## config.mk

```make
export PLATFORM = sky130hd
export DESIGN_NAME = bus_fabric
export DESIGN_NICKNAME = d
export VERILOG_FILES = /design/src/hdl/soc_pkg.sv /design/src/hdl/bus_fabric.sv
export SDC_FILE = /design/constraint.sdc
export NUM_CORES = 1
export LEC_CHECK = 0
export BUFFER_PORTS_ARGS = -buffer_cell sky130_fd_sc_hd__buf_2
export CORE_AREA = 2 2 252 254
export DETAILED_ROUTE_END_ITERATION = 16
export DIE_AREA = 0 0 254 256
export SETUP_SLACK_MARGIN = 0.15
export SLEW_MARGIN = 20
export SYNTH_ARGS = -nofsm -noshare
export SYNTH_HDL_FRONTEND = slang
export SYNTH_SLANG_ARGS = --single-unit
```

## constraint.sdc

```tcl
create_clock -name CLOCK_50 -period 4.45 [get_ports CLOCK_50]
set_input_delay 0.2225 -clock CLOCK_50 [delete_from_list [all_inputs] [get_ports CLOCK_50]]
set_output_delay 0.2225 -clock CLOCK_50 [all_outputs]
set_load 0.005 [all_outputs]
```

## src/hdl/soc_pkg.sv

```systemverilog
package soc_pkg;

    typedef logic [63:0] bus_addr_t;
    typedef logic [63:0] bus_data_t;
    typedef logic [31:0] ram_word_t;
    typedef logic [9:0]  ram_index_t;   // word index into the 4 KiB RAM
    typedef logic [2:0]  plic_prio_t;
    typedef logic [31:0] plic_mask_t;   // one bit per interrupt source

    // plic register selector
    // sel[3] low means priority, sel[2:0] is the source id
    // sel[3:2] is PSEL_ENABLE or PSEL_THRESH otherwise, sel[0] is the context
    typedef logic [3:0]  preg_sel_t;

    typedef enum logic [2:0] {
        ls_b  = 3'd0,
        ls_h  = 3'd1,
        ls_w  = 3'd2,
        ls_d  = 3'd3,
        ls_bu = 3'd4,
        ls_hu = 3'd5,
        ls_wu = 3'd6
    } ls_type_e;

    typedef enum logic [1:0] {
        st_idle,
        st_access,
        st_beat2,   // upper word of a double
        st_done
    } fabric_state_e;

    localparam bus_addr_t RAM_BASE       = 64'h0000_0000_8000_0000;
    localparam int        RAM_WORDS      = 1024;
    localparam bus_addr_t RAM_BYTES      = 64'(RAM_WORDS * 4);

    localparam bus_addr_t MTIME_ADDR     = 64'h0000_0000_0200_BFF8;
    localparam bus_addr_t MTIMECMP_ADDR  = 64'h0000_0000_0200_4000;
    localparam bus_data_t MTIMECMP_RESET = 64'h0000_0000_8000_0000;

    localparam bus_addr_t PLIC_BASE         = 64'h0000_0000_0C00_0000;
    localparam int        PLIC_SOURCES      = 6;
    localparam bus_addr_t PLIC_PENDING      = PLIC_BASE + 64'h1000;
    localparam bus_addr_t PLIC_ENABLE       = PLIC_BASE + 64'h2000;
    localparam bus_addr_t CTX_ENABLE_STRIDE = 64'h80;
    localparam bus_addr_t PLIC_THRESHOLD    = PLIC_BASE + 64'h20_0000;
    localparam bus_addr_t PLIC_CLAIM        = PLIC_BASE + 64'h20_0004;
    localparam bus_addr_t CTX_STRIDE        = 64'h1000;
    localparam int        UART_IRQ_ID       = 1;

    localparam logic [1:0] PSEL_ENABLE = 2'b10;
    localparam logic [1:0] PSEL_THRESH = 2'b11;

endpackage

```

## src/hdl/bus_fabric.sv

```systemverilog
`timescale 1ns/1ps

module bus_fabric import soc_pkg::*; (
    input  logic        CLOCK_50,
    input  logic        KEY0,
    input  bus_addr_t   bus_address,
    input  ls_type_e    bus_ls_type,
    input  bus_data_t   bus_write_data,
    input  logic        bus_read_enable,
    input  logic        bus_write_enable,
    output bus_data_t   bus_read_data,
    output logic        bus_read_done,
    output logic        bus_write_done,
    output ram_index_t  ram_index,
    output logic [1:0]  ram_offset,
    output ls_type_e    ram_type,
    output logic        ram_we,
    output ram_word_t   ram_wdata,
    output logic        ram_beat,
    input  bus_data_t   ram_rdata,
    output logic        preg_we,
    output preg_sel_t   preg_sel,
    output plic_mask_t  preg_wdata,
    input  plic_mask_t  preg_rdata,
    output logic        claim_strobe,
    output logic        claim_ctx,
    input  plic_mask_t  claim_id,
    input  plic_mask_t  pending,
    output logic        cmp_we,
    output bus_data_t   cmp_wdata,
    input  bus_data_t   mtime,
    input  bus_data_t   mtimecmp
);

    fabric_state_e state;
    logic hit_ram, hit_mtime, hit_cmp, hit_prio, hit_pend, hit_en, hit_thr, hit_claim;
    logic hit_ctx1;
    logic wr_req, accept, dbl, step2, finish;
    logic write_q;
    logic tgt_ram_q, tgt_mtime_q, tgt_cmp_q, tgt_preg_q, tgt_pend_q, tgt_claim_q;
    preg_sel_t sel_next;
    bus_data_t reg_rdata;
    bus_data_t rd_q;

    // decode of the held address
    assign hit_ram   = bus_address >= RAM_BASE && bus_address < RAM_BASE + RAM_BYTES;
    assign hit_mtime = bus_address == MTIME_ADDR;
    assign hit_cmp   = bus_address == MTIMECMP_ADDR;
    assign hit_prio  = bus_address >= PLIC_BASE &&
                       bus_address < PLIC_BASE + bus_addr_t'(4 * PLIC_SOURCES);
    assign hit_pend  = bus_address == PLIC_PENDING;
    assign hit_en    = bus_address == PLIC_ENABLE ||
                       bus_address == PLIC_ENABLE + CTX_ENABLE_STRIDE;
    assign hit_thr   = bus_address == PLIC_THRESHOLD ||
                       bus_address == PLIC_THRESHOLD + CTX_STRIDE;
    assign hit_claim = bus_address == PLIC_CLAIM ||
                       bus_address == PLIC_CLAIM + CTX_STRIDE;
    assign hit_ctx1  = bus_address == PLIC_ENABLE + CTX_ENABLE_STRIDE ||
                       bus_address == PLIC_THRESHOLD + CTX_STRIDE ||
                       bus_address == PLIC_CLAIM + CTX_STRIDE;

    always_comb begin
        if (hit_en) begin
            sel_next = {PSEL_ENABLE, 1'b0, hit_ctx1};
        end else if (hit_thr) begin
            sel_next = {PSEL_THRESH, 1'b0, hit_ctx1};
        end else begin
            sel_next = {1'b0, bus_address[4:2]};   // priority id
        end
    end

    assign wr_req = bus_write_enable && !bus_read_enable;  // read wins a double strobe
    assign accept = (state == st_idle || state == st_done) &&
                    (bus_read_enable || bus_write_enable);
    assign dbl    = tgt_ram_q && ram_type == ls_d;
    assign step2  = state == st_access && dbl;
    assign finish = (state == st_access && !dbl) || state == st_beat2;

    always_ff @(posedge CLOCK_50 or negedge KEY0) begin
        if (!KEY0) begin
            state          <= st_idle;
            bus_read_done  <= 1'b1;
            bus_write_done <= 1'b1;
            write_q        <= 1'b0;
            ram_we         <= 1'b0;
            preg_we        <= 1'b0;
            claim_strobe   <= 1'b0;
            cmp_we         <= 1'b0;
            tgt_ram_q      <= 1'b0;
            tgt_mtime_q    <= 1'b0;
            tgt_cmp_q      <= 1'b0;
            tgt_preg_q     <= 1'b0;
            tgt_pend_q     <= 1'b0;
            tgt_claim_q    <= 1'b0;
        end else begin
            ram_we       <= 1'b0;    // all strobes last one cycle
            preg_we      <= 1'b0;
            claim_strobe <= 1'b0;
            cmp_we       <= 1'b0;
            if (accept) begin
                bus_read_done  <= wr_req;
                bus_write_done <= !wr_req;
                write_q        <= wr_req;
                tgt_ram_q      <= hit_ram;
                tgt_mtime_q    <= hit_mtime;
                tgt_cmp_q      <= hit_cmp;
                tgt_preg_q     <= hit_prio || hit_en || hit_thr;
                tgt_pend_q     <= hit_pend;
                tgt_claim_q    <= hit_claim;
                ram_we         <= wr_req && hit_ram;
                preg_we        <= wr_req && (hit_prio || hit_en || hit_thr);
                cmp_we         <= wr_req && hit_cmp;
                claim_strobe   <= !wr_req && hit_claim;  // reading the claim clears pending
                state          <= st_access;
            end else if (step2) begin
                ram_we <= write_q;
                state  <= st_beat2;
            end else if (finish) begin
                bus_read_done  <= 1'b1;
                bus_write_done <= 1'b1;
                state          <= st_done;
            end
        end
    end

    always_comb begin
        if (tgt_mtime_q) begin
            reg_rdata = mtime;
        end else if (tgt_cmp_q) begin
            reg_rdata = mtimecmp;
        end else if (tgt_preg_q) begin
            reg_rdata = {32'b0, preg_rdata};
        end else if (tgt_pend_q) begin
            reg_rdata = {32'b0, pending};
        end else if (tgt_claim_q) begin
            reg_rdata = {32'b0, claim_id};
        end else begin
            reg_rdata = '0;    // unmapped
        end
    end

    // request payload
    always_ff @(posedge CLOCK_50) begin
        if (accept) begin
            ram_index  <= bus_address[11:2];
            ram_offset <= bus_address[1:0];
            ram_type   <= bus_ls_type;
            ram_wdata  <= bus_write_data[31:0];
            ram_beat   <= 1'b0;
            preg_sel   <= sel_next;
            preg_wdata <= bus_write_data[31:0];
            cmp_wdata  <= bus_write_data;
            claim_ctx  <= hit_ctx1;
        end
        if (step2) begin
            ram_index <= ram_index + 1'b1;    // next word, upper half
            ram_wdata <= bus_write_data[63:32];
            ram_beat  <= 1'b1;
        end
        if (finish) begin
            rd_q <= reg_rdata;
        end
    end

    // ram data comes straight from its output register
    assign bus_read_data = (state == st_done) ? (tgt_ram_q ? ram_rdata : rd_q) : '0;

endmodule

```

---- Yosys cells after proc, flatten, opt, wreduce, memory -nomap -nowiden ----
Index checks and enable logic that the tools add are counted.
cells by class
  add/subtract/negate cells ............... 1
  equal/unequal tests ..................... 14
  bitwise logic cells ..................... 0
  multiply operators ...................... 0
  reduce and logical (&&, ||, !) cells .... 30
  muxes and demuxes ....................... 25
  divide/modulo/power cells ............... 0
  $lt $le $gt $ge ......................... 4
  shift operators ......................... 0
operators by type and width
  cell                     number
  $eq A64 B28 Y1 const B   7
  $mux W64                 4
  $mux W32                 5
  $eq A64 B26 Y1 const B   2
  $ge A64 B28 Y1 const B   1
  $ge A64 B32 Y1 const B   1
  $lt A64 B28 Y1 const B   1
  $lt A64 B32 Y1 const B   1
  $mux W10                 2
  $logic_and A1 B1 Y1      11
  $add A10 B1 Y10 const B  1
  $logic_or A1 B1 Y1       10
  $mux W1                  10
  $mux W2                  3
  $eq A2 B2 Y1 const B     2
  $mux W4                  1
  $reduce_bool A2 Y1       2
  $eq A3 B2 Y1 const B     1
  $logic_not A1 Y1         3
  $reduce_bool A3 Y1       1
  $eq A2 B1 Y1 const B     1
  $logic_not A2 Y1         1
  $ne A2 B2 Y1 const B     1
  $reduce_and A2 Y1        1
  $reduce_or A2 Y1         1
storage, ports and cells
  memory bits (writable) .................. 0
  bits in read-only memories .............. 0
  memories kept ........................... 0
  bits in latches ......................... 0
  register bits ........................... 228

---- Longest topological paths before layout ----
Gate-level depths: netlist of the first run.
  word-level depth ........................ 8
  depth in mapped cells ................... 7
  mapped depth without buffers ............ 6

---- Worst setup path after synthesis of the first run ----
OpenSTA, ideal clock, no wires.
  path type ............................... register -> register
  from .................................... register state[1]
  to ...................................... register bus_write_done
  slack ................................... 172 ps
  cell stages (with the launch flop) ...... 7
  data arrival time ....................... 4218 ps
  buffers on the path ..................... 0
  cells stage by stage .................... dfrtp_1 inv_1 ha_1 inv_1 o21bai_1 a21o_1 o21a_1
between the ends
  word-level cells in the longest chain between the ends .. 5
  elaborated cells on any way between the ends .. 13
ends and longest elaborated chain
  what                              RTL line           RTL
  start, declared                   bus_fabric.sv:35   fabric_state_e state;
  start signal, assigned            bus_fabric.sv:81   state <= st_idle;
  start signal, assigned            bus_fabric.sv:114  state <= st_access;
  start signal, assigned            bus_fabric.sv:117  state <= st_beat2;
  $eq A2 B1 Y1                      bus_fabric.sv:77   assign finish = (state == st_access && !dbl) || state == st_beat2;
  $logic_and A1 B1 Y1               bus_fabric.sv:77
  $logic_or A1 B1 Y1 (*)            bus_fabric.sv:77
  via finish                        bus_fabric.sv:38   logic wr_req, accept, dbl, step2, finish;
  $reduce_bool A2 Y1 (no line) (*)  n/a
  $reduce_and A2 Y1 (no line) (*)   n/a
  end signal, assigned              bus_fabric.sv:102  bus_write_done <= !wr_req;
  end, declared                     bus_fabric.sv:13   output logic bus_write_done,
The timed path passes the listed nets; every way through them passes the cells marked *.
A chain may end at the register's enable or synchronous reset.

---- Worst setup path after layout of the first run ----
  from .................................... register tgt_ram_q
  to ...................................... output bus_read_data[12]
between the ends
  word-level cells in the longest chain between the ends .. 2
ends and longest elaborated chain
  what                    RTL line           RTL
  start, declared         bus_fabric.sv:40   logic tgt_ram_q, tgt_mtime_q, tgt_cmp_q, tgt_preg_q, tgt_pend_q, tgt_claim_q;
  start signal, assigned  bus_fabric.sv:104  tgt_ram_q <= hit_ram;
  $mux W64 (2 in series)  bus_fabric.sv:166  assign bus_read_data = (state == st_done) ? (tgt_ram_q ? ram_rdata : rd_q) : '0;
  end, declared           bus_fabric.sv:11   output bus_data_t bus_read_data,
Every way passes these cells.

==> results.py, run 1 <==
metrics = {
    "placement": {
        "place.port_buffers": 641,
        "post_dp_cell_area_sq_um": 13900,
        "place_congestion": 0.968,
        "numPlacedInstances": 2231,
        "place_hpwl_microns": 34800,
    },
    "clocking": {
        "root_buffer": "clkbuf_16",
        "htree_levels": 4,
        "post_cts_resized": 0,
        "insertion_delay_ns": 0.48,
        "clk_pin_slew_worst_paths_ns": 0.09,
        "clockBufferDepth": 2,
        "tritoncts": "done",
        "cts_sinks": 196,
        "cts_buffers": 17,
    },
    "drt": {
        "totalWireLength_microns": 44500,
        "route.detailed.drc": 0,
        "drt_iter0_markers": 777,
        "ant_nets": 0,
        "routed_via_density": 4.07,
        "wl_per_cell_microns": 18.7,
        "vias": 9665,
        "dr.pass1.iters": 5,
    },
    "global_route": {
        "grt_overflow": 0,
        "antenna_found_initial": 5,
        "grt_usage_pct": 13.0,
        "grt_pass1_wl_microns": 61200,
        "first_global_vias": 9773,
        "grt_max_degree": 65,
    },
    "critical_path": {
        "path_cells": "buf_4 -> mux2i_1 -> nor2b_1 -> buf_2",
        "slowest_delay_ns": 0.73,
        "r2r_end": "preg_wdata[15]",
        "critPathMaxFanout": 47,
        "worst_setup_path_start_kind": "register",
        "cp-end-kind": "output port",
        "rr_worst_depth": 5,
        "worst_path_max_delay_cell": "buf_4",
        "cp_num_buf_inv": 2,
        "reg2reg_setup_slack_ns": 1.52,
        "arrival_ns": 2.72,
        "crit_family": "buffers and inverters",
        "cp.required_ns": 4.23,
        "timing.rr.start": "state[0]",
        "crit_start": "tgt_ram_q",
        "worstSetupPathType": "reg2out",
    },
    "die": {
        "fp-row-count": 92,
        "die_height_microns": 256,
        "start_util_pct": 15.9,
        "ios": 642,
        "die_area_sq_um": 65000,
        "die_x_microns": 254,
        "core_sq_um": 62400,
    },
    "power_and_ir_drop": {
        "power.density_nw_per_um2": 415,
        "p_leak_nw": 6.47,
        "peakVddDrop_v": 0.000285,
    },
    "layout": {
        "fin_util_pct": 25.1,
        "nNetsFinal": 1942,
        "final_cells": 2377,
        "finalInstanceArea_sq_um": 15700,
        "drive_gt1_share_pct": 48.4,
        "nFillCells": 6712,
        "syn2layout_area_growth_pct": 57.7,
    },
    "synth": {
        "syn-num-nets": 1246,
        "synth_xor_area_share_pct": 0.705,
        "avgSynthCellArea_sq_um": 12.1,
        "yosysWarnings": 0,
        "synth_edf_count": 180,
        "synth_cells": 819,
        "async_flop_share_pct": 7.65,
        "ys_ff_latch": 196,
        "synthAdderAreaFrac_pct": 0.504,
        "synth_simple_gate_area_share_pct": 14.6,
        "synth_top_family_by_area": "simple AND/OR/NAND/NOR gates",
        "ys_types": 46,
        "synth_compound_area_share_pct": 10.6,
        "ys_seq_area_share_pct": 58.4,
        "synthFlopType": "edfxtp_1",
        "syn_area_sq_um": 9930,
        "muxShareOfSynthArea_pct": 10.3,
    },
    "timing": {
        "fmax_ghz": 0.340,
        "setup-tns-final_ns": 0,
        "period_needed_ns": 2.94,
        "final-hold-violation-count": 0,
        "max_slew.worst_pin.slew_ns": 0.869,
        "max_slew_margin_pct": 42.0,
        "holdWs_ns": 0.0503,
        "finalClockSkew_ns": 0.0184,
        "rsz0062_at_grt": "no",
        "slew_violations": 0,
        "period_share_pct": 66.2,
        "setup_viol": 0,
    },
    "job": {
        "maxCapViolations": 0,
    },
    "hold_path": {
        "holdPathEnd": "rd_q[0]",
        "min_path_cells": 3,
        "hold_class": "in2reg",
        "hold_start": "mtime[0]",
    },
    "status": {
        "status": "complete, no violations",
    },
}
worst min-delay path: cells and delay by family:
family / cells / cell delay, ns
buffers and inverters: 1 / 0.08
AND/OR/NAND/NOR: 1 / 0.04
AO/OA/AOI/OAI: 1 / 0.07
cell usage in the layout (no fill, tap or decap), types with 4 or more instances in the layout:
cell type / synthesis / routed
buf_2: 11 / 641
edfxtp_1: 180 / 180
dlygate4sd3_1: 0 / 111
nor2b_1: 97 / 95
mux2i_1: 64 / 64
nand2_1: 65 / 63
o21ai_0: 46 / 46
nor3_1: 37 / 37
a21oi_1: 35 / 35
mux2_2: 34 / 34
a22o_1: 31 / 31
a221oi_1: 31 / 31
clkbuf_16: 0 / 17
nor2_1: 13 / 13
nand3_1: 12 / 12
nor4_1: 12 / 12
buf_4: 32 / 12
nand4_1: 9 / 9
dfrtp_1: 13 / 9
inv_1: 6 / 5
clkinv_8: 0 / 5
inv_12: 0 / 5
xnor2_1: 4 / 4
xor2_1: 4 / 4
cells by family after synthesis:
| logic type | count (synthesis) |
|---|---|
| XOR/XNOR | 8 |
| buffers and inverters | 94 |
| AND/OR/NAND/NOR | 263 |
| multiplexers | 98 |
| adder cells (fa/ha/maj) | 4 |
| AO/OA/AOI/OAI | 156 |
| flip-flops | 196 |
metrics by stage:
step	setup WS, ns	total power, mW
after floorplan	0.172	3.68
after global placement	1.54	4.73
after detailed placement	1.45	4.76
after CTS	1.44	6.63
after global routing	1.26	6.85
final	1.51	6.51
where the power goes:
part | leakage (nW) | internal (mW) | switching, mW
clock network | 0.315 | 0.842 | 0.898
registers | 1.96 | 2.68 | 0.234
logic | 4.19 | 0.811 | 1.05
total | 6.47 | 4.33 | 2.18
cells in the mapped netlist, types with 9 or more instances:
cell	count	share of area [%]
nand2_1	65	2.5
a221oi_1	31	2.7
nor2b_1	97	6.1
clkbuf_1	43	1.6
nand3_1	12	0.60
nor4_1	12	0.76
nor2_1	13	0.49
nand4_1	9	0.57
a22o_1	31	2.7
buf_4	32	2.4
edfxtp_1	180	54
mux2i_1	64	6.4
nor3_1	37	1.9
dfrtp_1	13	3.3
a21oi_1	35	1.8
mux2_2	34	3.9
buf_2	11	0.55
o21ai_0	46	2.3
sequential cells by signal, summed over array words and instances (netlist names), 2 cells and up:
register	cells
ram_offset	2
cmp_wdata	33
state	2
ram_type	3
ram_wdata	32
rd_q	64
ram_index	10
preg_wdata	31
preg_sel	4
layer usage:
layer,up-vias,track usage (%),share of wire [%]
met2,515,22.4,50
met3,62,4.68,9.5
met4,0,5.34,2.8
met1,4631,14.4,38
li1,4457,-,-
met5,-,0,0
worst max-delay path by stage:
stage	depth (start not counted)	to	slack, ns
floorplan	6	bus_write_done	0.17
global placement	5	preg_wdata[0]	1.54
detailed placement	5	preg_wdata[0]	1.45
CTS	5	preg_wdata[22]	1.44
global route	5	preg_wdata[15]	1.26
finish	4	bus_read_data[12]	1.51
layout make-up:
| cell class | instances | area (sq um) | area share (%) |
|---|---|---|---|
| Multi-Input combinational cell | 529 | 3680 | 23.5 |
| Sequential cell | 196 | 5810 | 37.1 |
| Tap cell | 846 | 1060 | 6.76 |
| Antenna cell | 3 | 7.51 | 0.0479 |
| Inverter | 6 | 23.8 | 0.152 |
| Timing Repair Buffer | 765 | 4430 | 28.3 |
| Clock inverter | 15 | 233 | 1.49 |
| Clock buffer | 17 | 425 | 2.72 |
what timing repair did:
item | CTS | global route
hold buffers | 111 | 0
setup buffers | 0 | 0
hold endpoints to repair | 136 | 0
Power figures use the tool's default switching activity.
==> run 2, diff against run 1 <==
==> constraint.sdc (replaced) <==
create_clock -name CLOCK_50 -period 2.4 [get_ports CLOCK_50]
set_input_delay 0.12 -clock CLOCK_50 [delete_from_list [all_inputs] [get_ports CLOCK_50]]
set_output_delay 0.12 -clock CLOCK_50 [all_outputs]
set_load 0.005 [all_outputs]
==> results.py, run 2 (same netlist as run 1, synthesis figures left out) <==
metrics = {
    "power_and_ir_drop": {
        "pwr-share-clk_pct": 25.0,
        "power.density_nw_per_um2": 733,
        "power_switching_mw": 4.14,
        "peakVddDrop_v": 0.000545,
        "switching_share_pct": 33.6,
        "p_leak_nw": 6.96,
        "pwr-share-seq_pct": 43.9,
        "finalPower_mw": 12.3,
        "internal_power_mw": 8.17,
        "combinationalPowerShare_pct": 31.1,
    },
    "clocking": {
        "clockBufferDepth": 2,
        "htree_levels": 4,
        "cts_sinks": 196,
        "insertion_delay_ns": 0.49,
        "tritoncts": "done",
        "clk_pin_slew_worst_paths_ns": 0.09,
        "root_buffer": "clkbuf_16",
        "cts_buffers": 17,
    },
    "status": {
        "status": "complete, no violations",
    },
    "critical_path": {
        "slowest_delay_ns": 0.58,
        "critPathMaxFanout": 29,
        "cp-end-kind": "register",
        "path_cells": "nor2b_2 -> buf_12 -> a221oi_4 -> nor3_1 -> a21oi_1 -> o21ai_0 -> dlygate4sd3_1",
        "worst_path_max_delay_cell": "dlygate4sd3_1",
        "cp_num_buf_inv": 2,
        "crit_family": "buffers and inverters",
        "cp.required_ns": 2.64,
        "worst_setup_path_start_kind": "register",
        "worstSetupPathType": "reg2reg",
        "arrival_ns": 2.42,
    },
    "timing": {
        "setup_viol": 0,
        "period_share_pct": 90.9,
        "max_slew.worst_pin.slew_ns": 0.823,
        "rsz0062_at_grt": "yes",
        "fin_ws_ns": 0.217,
        "max_slew_margin_pct": 45.1,
        "fmax_ghz": 0.458,
        "final-hold-violation-count": 0,
        "finalClockSkew_ns": 0.0193,
        "setup-tns-final_ns": 0,
        "slew_violations": 0,
        "period_needed_ns": 2.18,
    },
    "layout": {
        "reg.largest.list": "rd_q (64), cmp_wdata (33), ram_wdata (32)",
        "nNetsFinal": 2048,
        "largest_reg_flops": 64,
        "final_cells": 2481,
        "layout_common_cells": "641 x buf_2, 197 x dlygate4sd3_1, 180 x edfxtp_1, 95 x nor2b_1, 63 x mux2i_1",
        "final_common_cell": "buf_2",
        "regMostFlops": "rd_q",
        "drive_gt1_share_pct": 46.9,
        "nFillCells": 6604,
        "syn2layout_area_growth_pct": 69.2,
    },
    "die": {
        "die_area_sq_um": 65000,
        "fp-row-count": 92,
        "die_x_microns": 254,
        "core_sq_um": 62400,
        "ios": 642,
        "start_util_pct": 15.9,
        "die_height_microns": 256,
    },
    "hold_path": {
        "hold_class": "in2reg",
    },
    "placement": {
        "place.port_buffers": 641,
        "pre_cts_ws_ns": 0.349,
        "place_congestion": 1.00,
        "place_hpwl_microns": 37400,
        "numPlacedInstances": 2249,
    },
    "global_route": {
        "grt_pass1_wl_microns": 66000,
        "first_global_vias": 10100,
        "antenna_found_initial": 7,
        "grt_max_degree": 66,
        "grt_overflow": 0,
        "grt_usage_pct": 14.1,
    },
    "drt": {
        "dr.pass1.iters": 7,
        "vias": 10100,
        "routed_via_density": 4.06,
        "drt_iter0_markers": 728,
        "ant_nets": 0,
        "wl_per_cell_microns": 19.3,
        "totalWireLength_microns": 47900,
        "route.detailed.drc": 0,
    },
    "job": {
        "maxCapViolations": 0,
    },
}
-- run 2: tightest hold or removal path, cell delays in order --
cell and delay, ns:
buf_2 0.08, a21oi_1 0.05, o21ai_0 0.17
-- run 2: metal layers --
layer / track usage [%] / vias to the layer above / wire (microns)
li1: - / 4656 / -
met1: 17.2 / 4839 / 19700
met5: 0 / - / 55
met3: 3.72 / 63 / 3530
met4: 3.69 / 8 / 782
met2: 24.3 / 509 / 23800
-- run 2: final timing paths --
| path | from | end | slack [ns] | depth (start not counted) |
|---|---|---|---|---|
| setup / recovery | tgt_claim_q | rd_q[9] | 0.22 | 7 |
| hold / removal | mtimecmp[5] | rd_q[5] | 0.06 | 3 |
| setup reg to reg | tgt_claim_q | rd_q[9] | 0.22 | 7 |
| hold reg to reg | ram_beat | ram_beat | 0.49 | 2 |
| max in group asynchronous | KEY0 | tgt_ram_q | 1.98 | 2 |
| min in group asynchronous | KEY0 | preg_we | 0.09 | 2 |
-- run 2: layout make-up --
cell class | count | area, sq um | area share, %
flip-flops and latches | 196 | 5820 | 34.6
repair buffers | 871 | 5550 | 33.0
clock inverters | 15 | 189 | 1.12
multi-input cells | 529 | 3740 | 22.2
diodes | 1 | 2.50 | 0.0149
inverters | 6 | 26.3 | 0.156
well taps | 846 | 1060 | 6.30
clock buffers | 17 | 425 | 2.53
-- run 2: timing repair --
item	4_1_cts	5_1_grt
hold endpoints to repair	196	0
setup endpoints to repair	38	7
setup buffers	0	2
gates resized for setup	2	8
hold buffers	197	0
-- run 2: power by group through the flow --
stage / clock, mW / combinational (mW) / sequential [mW]
2_1_floorplan: 0 / 1.45 / 5.37
3_3_place_gp: 0 / 3.55 / 5.50
3_5_place_dp: 0 / 3.61 / 5.50
4_1_cts: 3.26 / 3.89 / 5.43
5_1_grt: 3.35 / 4.15 / 5.51
6_report: 3.08 / 3.83 / 5.40
-- run 2: stage by stage --
| step | hold WS [ns] | util [%] | instance area (sq um) |
|---|---|---|---|
| 6_report | 0.0584 | 26.9 | 16800 |
| 5_1_grt | 0.0388 | 26.9 | 16800 |
| 4_1_cts | 0.00448 | 26.8 | 16700 |
| 3_5_place_dp | 0.0818 | 22.6 | 14100 |
| 3_3_place_gp | 0.0713 | 22.6 | 14100 |
| 2_1_floorplan | -0.176 | - | 9970 |
==> run 3, diff against run 2 <==
--- a/config.mk
+++ b/config.mk
@@ -5,10 +5,11 @@
 export SDC_FILE = /design/constraint.sdc
 export NUM_CORES = 1
 export LEC_CHECK = 0
+export ABC_CLOCK_PERIOD_IN_PS = 2100
 export BUFFER_PORTS_ARGS = -buffer_cell sky130_fd_sc_hd__buf_2
-export CORE_AREA = 2 2 252 254
+export CORE_AREA = 2 2 247 249
 export DETAILED_ROUTE_END_ITERATION = 16
-export DIE_AREA = 0 0 254 256
+export DIE_AREA = 0 0 249 251
 export SETUP_SLACK_MARGIN = 0.15
 export SLEW_MARGIN = 20
 export SYNTH_ARGS = -nofsm -noshare
==> constraint.sdc (replaced) <==
create_clock -name CLOCK_50 -period 2.1 [get_ports CLOCK_50]
set_input_delay 0.105 -clock CLOCK_50 [delete_from_list [all_inputs] [get_ports CLOCK_50]]
set_output_delay 0.105 -clock CLOCK_50 [all_outputs]
set_load 0.005 [all_outputs]
==> results.py, run 3 (same netlist as run 1, synthesis figures left out) <==
metrics = {
    "status": {
        "status": "complete, no violations",
    },
    "placement": {
        "post_dp_cell_area_sq_um": 14100,
        "place_hpwl_microns": 34800,
        "numPlacedInstances": 2187,
        "place_congestion": 0.990,
        "place.port_buffers": 641,
    },
    "layout": {
        "nNetsFinal": 2073,
        "fin_util_pct": 28.9,
        "ff_latch_area_sq_um": 5820,
        "final_cells": 2445,
        "finalInstanceArea_sq_um": 17300,
        "reg.largest.list": "rd_q (64), cmp_wdata (33), ram_wdata (32)",
        "final_common_cell": "buf_2",
        "nFillCells": 6158,
        "syn2layout_area_growth_pct": 74.1,
        "multi_input_area_sq_um": 3830,
        "layout_common_cells": "641 x buf_2, 209 x dlygate4sd3_1, 180 x edfxtp_1, 89 x nor2b_1, 62 x nand2_1",
        "drive_gt1_share_pct": 48.2,
        "largest_reg_flops": 64,
        "regMostFlops": "rd_q",
    },
    "power_and_ir_drop": {
        "p_leak_nw": 7.19,
        "peakVddDrop_v": 0.000577,
        "power.density_nw_per_um2": 843,
    },
    "drt": {
        "met1_length_microns": 19900,
        "vias": 10300,
        "routed_via_density": 4.21,
        "route.met2.wl_microns": 23800,
        "totalWireLength_microns": 48400,
        "wl_per_cell_microns": 19.8,
        "drt_iter0_markers": 667,
        "wl_met3_microns": 3280,
        "highest_layer": "met4",
        "ant_nets": 0,
        "dr.pass1.iters": 5,
        "route.detailed.drc": 0,
    },
    "critical_path": {
        "worst_setup_path_start_kind": "register",
        "cp.required_ns": 2.00,
        "worstSetupPathType": "reg2out",
        "arrival_ns": 1.84,
        "critPathMaxFanout": 8,
        "cp-end-kind": "output port",
    },
    "timing": {
        "rsz0062_at_grt": "yes",
        "final-hold-violation-count": 0,
        "period_needed_ns": 1.94,
        "max_slew.worst_pin.slew_ns": 0.631,
        "period_share_pct": 92.5,
        "holdWs_ns": 0.0541,
        "fmax_ghz": 0.515,
        "slew_violations": 0,
        "setup_viol": 0,
        "max_slew_margin_pct": 57.6,
        "finalClockSkew_ns": 0.0164,
    },
    "clocking": {
        "tritoncts": "done",
        "clk_pin_slew_worst_paths_ns": 0.09,
        "insertion_delay_ns": 0.49,
        "clockBufferDepth": 2,
        "cts_buffers": 17,
        "htree_levels": 4,
        "root_buffer": "clkbuf_16",
        "cts_sinks": 196,
    },
    "global_route": {
        "antenna_found_initial": 2,
        "grt_overflow": 0,
        "grt_usage_pct": 14.7,
        "first_global_vias": 10500,
        "grt_pass1_wl_microns": 66900,
        "grt_max_degree": 93,
    },
    "die": {
        "die_area_sq_um": 62500,
        "start_util_pct": 16.6,
        "fp-row-count": 90,
        "die_x_microns": 249,
        "die_height_microns": 251,
        "core_sq_um": 59800,
        "ios": 642,
    },
    "job": {
        "maxCapViolations": 0,
    },
    "hold_path": {
        "hold_class": "in2reg",
    },
}
-- run 3: cell count changes in the layout (fill, tap and decap cells not counted), moves of 3 or more --
cell,delta
dlygate4sd3_1,+12
dfrtp_1,-3
mux2i_2,+6
inv_16,+4
a221oi_1,+3
mux2i_1,-8
buf_16,+4
diode_2,+3
nor2b_1,-6
nor2b_4,+7
dfrtp_2,+5
-- run 3: worst max-delay path: stages, from the launching register on --
cell	delay, ns
dfrtp_4	0.57
buf_6	0.17
buf_16	0.15
mux2i_1	0.12
nor2b_1	0.19
buf_2	0.15
-- run 3: worst paths after layout --
| path | start | end | slack [ns] | cells past startpoint |
|---|---|---|---|---|
| min reg2reg | ram_beat | ram_beat | 0.48 | 2 |
| min | mtimecmp[30] | rd_q[30] | 0.05 | 3 |
| max in group asynchronous | KEY0 | tgt_mtime_q | 1.69 | 2 |
| max | tgt_ram_q | bus_read_data[18] | 0.16 | 5 |
| min in group asynchronous | KEY0 | state[1] | 0.07 | 2 |
| max reg2reg | tgt_mtime_q | rd_q[62] | 0.22 | 4 |
-- run 3: metal layers --
metal,global-route usage (%),vias up
met5,0,-
met4,5.63,0
met3,3.46,85
met2,25.0,544
met1,18.0,4951
li1,-,4719
-- run 3: area by class of cell --
class	instances	share of cell area, %
timing repair buffer	896	34.5
sequential	196	33.6
multi-input combinational	529	22.1
tap	782	5.66
clock buffer	17	2.46
clock inverter	15	1.40
inverter	6	0.152
antenna	4	0.0579
-- run 3: timing repair --
| item | in CTS | in global routing |
|---|---|---|
| endpoints found under the hold margin | 203 | 0 |
| hold buffers | 209 | 0 |
| setup endpoints to repair | 72 | 94 |
| gates cloned | 5 | 2 |
| gates resized for setup | 28 | 12 |
| buffers inserted | 4 | 2 |
-- run 3: stage by stage --
| stage | setup slack, ns | setup TNS [ns] | power, mW |
|---|---|---|---|
| global placement | -0.0124 | -0.0124 | 10.3 |
| finish | 0.158 | 0 | 14.6 |
| floorplan | -0.304 | -14.83 | 7.79 |
| CTS | 0.0617 | 0 | 14.7 |
| detailed placement | 0.00348 | 0 | 10.4 |
| global route | 0.0388 | 0 | 15.3 |
-- run 3: report_power, final --
group | internal [mW] | total [mW] | leakage (nW) | switching, mW
clock | 1.72 | 3.73 | 0.322 | 2.00
combinational | 2.22 | 4.65 | 4.90 | 2.43
sequential | 5.65 | 6.19 | 1.96 | 0.540
total | 9.60 | 14.6 | 7.19 | 4.97
